File: config.mk
export PLATFORM = sky130hd
export DESIGN_NAME = stream_fifo
export DESIGN_NICKNAME = d
export VERILOG_FILES = /design/src/source/stream_fifo.sv
export SDC_FILE = /design/constraint.sdc
export NUM_CORES = 1
export LEC_CHECK = 0
export ABC_AREA = 0
export BUFFER_PORTS_ARGS = -buffer_cell sky130_fd_sc_hd__buf_2
export CORE_AREA = 2 2 39 41
export DETAILED_ROUTE_END_ITERATION = 12
export DIE_AREA = 0 0 41 43
export SLEW_MARGIN = 15
export SYNTH_ARGS = -nofsm -noshare
export SYNTH_HDL_FRONTEND = slang
export SYNTH_SLANG_ARGS = --single-unit
File: constraint.sdc
create_clock -name clk -period 2.5 [get_ports clk]
set_input_delay 0.625 -clock clk [delete_from_list [all_inputs] [get_ports clk]]
set_output_delay 0.625 -clock clk [all_outputs]
set_load 0.005 [all_outputs]
File: src/source/stream_fifo.sv
`timescale 1ns/1ps

module stream_fifo #(
    parameter type payload_t = logic
) (
    input  logic     clk,
    input  logic     reset,

    input  logic     in_valid,
    input  payload_t in_data,
    output logic     in_ready,

    output logic     out_valid,
    output payload_t out_data,
    input  logic     out_ready
);

    payload_t   entries [2];
    logic       wr_ptr;
    logic       rd_ptr;
    logic [1:0] count;
    logic       wr_en;
    logic       rd_en;

    assign in_ready  = (count != 2'd2);
    assign out_valid = (count != 2'd0);
    assign out_data  = entries[rd_ptr];

    assign wr_en = in_valid && in_ready;
    assign rd_en = out_valid && out_ready;

    always_ff @(posedge clk) begin
        if (reset) begin
            wr_ptr <= 1'b0;
            rd_ptr <= 1'b0;
            count  <= 2'd0;
        end else begin
            if (wr_en)
                wr_ptr <= ~wr_ptr;
            if (rd_en)
                rd_ptr <= ~rd_ptr;
            count <= count + 2'(wr_en) - 2'(rd_en);  // Net occupancy change.
        end
    end

    always_ff @(posedge clk) begin
        if (wr_en)
            entries[wr_ptr] <= in_data;
    end

    // A write lands only in a free entry.
    a_no_write_full: assert property (@(posedge clk) disable iff (reset)
        wr_en |-> (count == 2'd0 || wr_ptr != rd_ptr));

endmodule

* Word level (Yosys, flattened, before mapping)
Memories as Yosys holds them, arrays and structs flattened. A register that Yosys moved wholly into a read port is not among the register bits. Cells that the tools add are included.
Word-level totals: register bits 4, bits in writable memories 2, output and inout port bits 3, memories kept 1
Memory list:
- entries | words 2, width 1, rd ports 1, clocked after Yosys merged registers in 1, write ports 1, RTL line 18 | payload_t entries [2];
Operators by class: add/sub/neg operators 2, equality and inequality tests 1, mux-type cells 4, bitwise operators 2, reductions and logical operators 3
Operators by type and width (number):
- $mux 1 | 4
- $add 2x1->2 | 1
- $logic_and 1x1->1 | 2
- $ne 2x2->1 const B | 1
- $not 1->1 | 2
- $reduce_bool 2->1 | 1
- $sub 2x1->2 | 1

* Longest topological paths before layout
depth after elaboration 4, mapped depth 8, gate-level depth less buffers 8

* Least setup slack after synthesis
No wires, ideal clock.
path kind input-to-reg, from input port out_ready, to register count[1], library setup time 0.078 ns, arrival 1.589 ns, setup slack 0.833 ns, stages 7, path buffers 0, cells stage by stage o21a_2 -> ha_1 -> inv_1 -> ha_1 -> xor2_1 -> and2_1 -> nor3_1
On the way: word-level cells in the longest chain between the ends 2
RTL lines:
- start: declaration | RTL line 15 | input logic out_ready
- $logic_and 1x1->1 | RTL line 30 | assign rd_en = out_valid && out_ready;
- $sub 2x1->2 | RTL line 42 | count <= count + 2'(wr_en) - 2'(rd_en);
- end signal: assignment | RTL line 42
- end: declaration | RTL line 21 | logic [1:0] count;
Every way passes these cells. A chain may end at the register's enable or synchronous reset.

==> qor_table.md <==
| Metric | Value | Unit |
| --- | --- | --- |
| Kind of launch point of the worst setup path | register | - |
| Final period demand of the worst path | 1644 | ps |
| # port buffers | 7 | - |
| Number of global-route vias before repair | 214 | - |
| Average cell area after synthesis | 11.39 | sq um |
| Hold-fix buffers, CTS | 0 | - |
| Detailed placement HPWL | 396.6 | um |
| Yosys synthesis warning count | 0 | - |
| Overflow left after global routing | 0 | - |
| Final ANT Viol Nets | 0 | - |
| Smallest setup slack after layout | 855.9 | ps |
| Share of final-layout standard cells stronger than drive strength 1 | 43.59 | % |
| GRT Util Overall | 8.190 | % |
| Unrepaired setup endpoints after global routing | false | - |
| Run status | complete, no violations | - |
| Area of the core | 1384 | sq um |
| Number of buffers added by the clock tree synthesis step | 3 | - |
| Via density per instance | 3.873 | - |
| Cells after synthesis | 28 | - |
| Num ports | 8 | - |
| Relative slew margins | 87.70 | % |
| Pre-CTS worst setup slack | 680.6 | ps |
| Kind of capture point of the worst setup path | output port | - |
| Initial cell density of the core | 23.06 | % |
| Logic depth of the worst register-to-register path | 8 | - |
| Iteration-0 DRC count of the detailed router | 0 | - |
| Post-Syn Nets | 35 | - |
| Worst flop-to-flop path endpoint | count[1]$_SDFF_PP0_ | - |
| Clock edge transition at the registers on the reported setup and hold paths | 50 | ps |
| Hold Worst Slack | 517.1 | ps |
| Die ar. | 1763 | sq um |
| Least-Margin Pin Slew | 183.2 | ps |
| Maximum resistive drop on vdd | 0.0004421 | V |
| Setup Total Neg Slack | 0 | ps |
| Highest attainable clock frequency | 608.3 | MHz |
| Register-to-register setup slack | 930 | ps |
| Clock tree from TritonCTS | done | - |
| Pin count of the biggest net entering global routing | 7 | - |
| H-tree levels | 1 | - |
| WP data arrival | 1020 | ps |
| Area overhead of the layout relative to synthesis | 25.49 | % |
| Clock tree sinks | 7 | - |
| Die W | 41 | um |
| Power density relative to cell area | 1103 | nW/um^2 |
| Leakage | 0.1879 | nW |
| Count of pins over their slew limit | 0 | - |
| Resize count post-CTS | 0 | - |
| Initial antenna violation count | 0 | - |
| Req. time, crit path | 1880 | ps |
| FP Rows | 14 | - |
| Drt pass-1 iters | 1 | - |
| Clock Latency Late Sink | 250 | ps |
| Vias post-DR | 213 | - |
| Netlist area before placement | 319.1 | sq um |
| Type of the setup path with the least slack | register to output port | - |
| Maximum fanout along the worst path | 1 | - |
| Buffer depth of the longest clock path | 2 | - |
| Number of endpoints failing setup at the final stage | 0 | - |
| Max cap viols | 0 | - |
| First-pass GRT wire length | 869 | um |
| Total detailed-routing wirelength | 501 | um |
| Antenna Cells | 0 | - |
| Share of the clock period used by the worst path | 65.76 | % |
| Worst-case clock skew | 0.8617 | ps |
| Count of endpoints failing hold in the final timing report | 0 | - |
| Proportion of synthesized chip area in sequential cells | 50.20 | % |
| Critical path destination | out_data | - |
| Cell area after placement | 374.1 | sq um |
| GPL Wtd Cong | 0.6008 | - |
| Reg-to-reg startpoint | count[0]$_SDFF_PP0_ | - |
| Buffer count from post-CTS setup fixing | 0 | - |
| Class of the most critical hold timing path | register to register | - |
| Final net count | 47 | - |
| Buffer type at the clock tree root | sky130_fd_sc_hd__clkbuf_4 | - |
| Post-route cell area | 400.4 | sq um |
| Synthesis-stage register bit count | 7 | - |
| Distinct cells, synth | 18 | - |
| Avg WL per Cell | 9.109 | um |
| Vertical extent of the die | 43 | um |
| Remaining routing DRC violations | 0 | - |
-- cell families after synthesis --
kind of cell / after synthesis / synth area share (%)
xor gates and xnor gates: 2 / 5.491
muxes: 2 / 8.234
AOI/OAI and AO/OA: 1 / 2.746
adders and majority gates: 2 / 7.842
and+or+nand+nor: 13 / 24.32
buffers and inverters: 1 / 1.175
DFF: 7 / 50.20
-- area by class of cell --
class	count	area, sq um
fillers	156	983.4
well taps	16	20.02
multi-input cells	20	155.1
clock buffers	4	26.28
flip-flops and latches	7	160.2
repair buffers	7	35.03
inverters	1	3.754
-- synth_stat cells --
cell type / n / share of area, %
sky130_fd_sc_hd__xor2_1: 1 / 2.7
sky130_fd_sc_hd__mux2_4: 1 / 4.7
sky130_fd_sc_hd__or2_2: 1 / 2.0
sky130_fd_sc_hd__and2b_1: 1 / 2.4
sky130_fd_sc_hd__dfxtp_1: 5 / 31
sky130_fd_sc_hd__nor3_1: 1 / 1.6
sky130_fd_sc_hd__and2_1: 1 / 2.0
sky130_fd_sc_hd__ha_1: 2 / 7.8
sky130_fd_sc_hd__edfxtp_1: 2 / 19
sky130_fd_sc_hd__inv_1: 1 / 1.2
sky130_fd_sc_hd__nand2_4: 1 / 3.5
sky130_fd_sc_hd__nand2b_2: 1 / 2.7
sky130_fd_sc_hd__xnor2_1: 1 / 2.7
sky130_fd_sc_hd__mux2_2: 1 / 3.5
sky130_fd_sc_hd__o21a_2: 1 / 2.7
sky130_fd_sc_hd__nor2_1: 5 / 5.9
sky130_fd_sc_hd__nor2b_1: 1 / 2.0
sky130_fd_sc_hd__and3_2: 1 / 2.4
-- report_power, final --
| group | switching [mW] | total [mW] | internal, mW |
|---|---|---|---|
| Sequential | 0.0251 | 0.180 | 0.155 |
| Clock | 0.0434 | 0.104 | 0.0610 |
| Combinational | 0.0674 | 0.157 | 0.0896 |
-- through the flow --
step	std cells	utilization, %	total power, mW
2_1_floorplan	28	-	0.2961
3_3_place_gp	51	27.03	0.3363
3_5_place_dp	51	27.03	0.3442
4_1_cts	55	28.93	0.4530
5_1_grt	55	28.93	0.4850
6_report	55	28.93	0.4415
-- how the worst min path moves through the flow --
stage | start | end | slack (ps) | cells after the start
floorplan | rd_ptr$_SDFFE_PP0P_ | register | 480 | 2
global route | in_data | entries[1]$_DFFE_PP_ | 560 | 1
finish | rd_ptr$_SDFFE_PP0P_ | rd_ptr$_SDFFE_PP0P_ | 520 | 2
CTS | rd_ptr$_SDFFE_PP0P_ | rd_ptr$_SDFFE_PP0P_ | 520 | 2
global placement | rd_ptr$_SDFFE_PP0P_ | rd_ptr$_SDFFE_PP0P_ | 490 | 2
detailed placement | rd_ptr$_SDFFE_PP0P_ | rd_ptr$_SDFFE_PP0P_ | 510 | 2
-- critical path: stages, from the launching register on --
cell and delay, ps:
sky130_fd_sc_hd__dfxtp_1 320, sky130_fd_sc_hd__mux2_2 320, sky130_fd_sc_hd__buf_2 120
-- cells in the final DEF (no fill, tap or decap), drive strengths merged, types with 2 or more instances in the layout --
cell / instances
ha: 2
mux2: 2
clkbuf: 4
buf: 7
nor2: 5
dfxtp: 5
edfxtp: 2
-- layer usage --
layer / part of all wire [%] / track usage [%]
met5: 0 / 0
met2: 38 / 10.94
met3: 12 / 7.853
met1: 50 / 8.224
met4: 0 / 4.000
No activity file was read; power rests on OpenSTA's default activity.
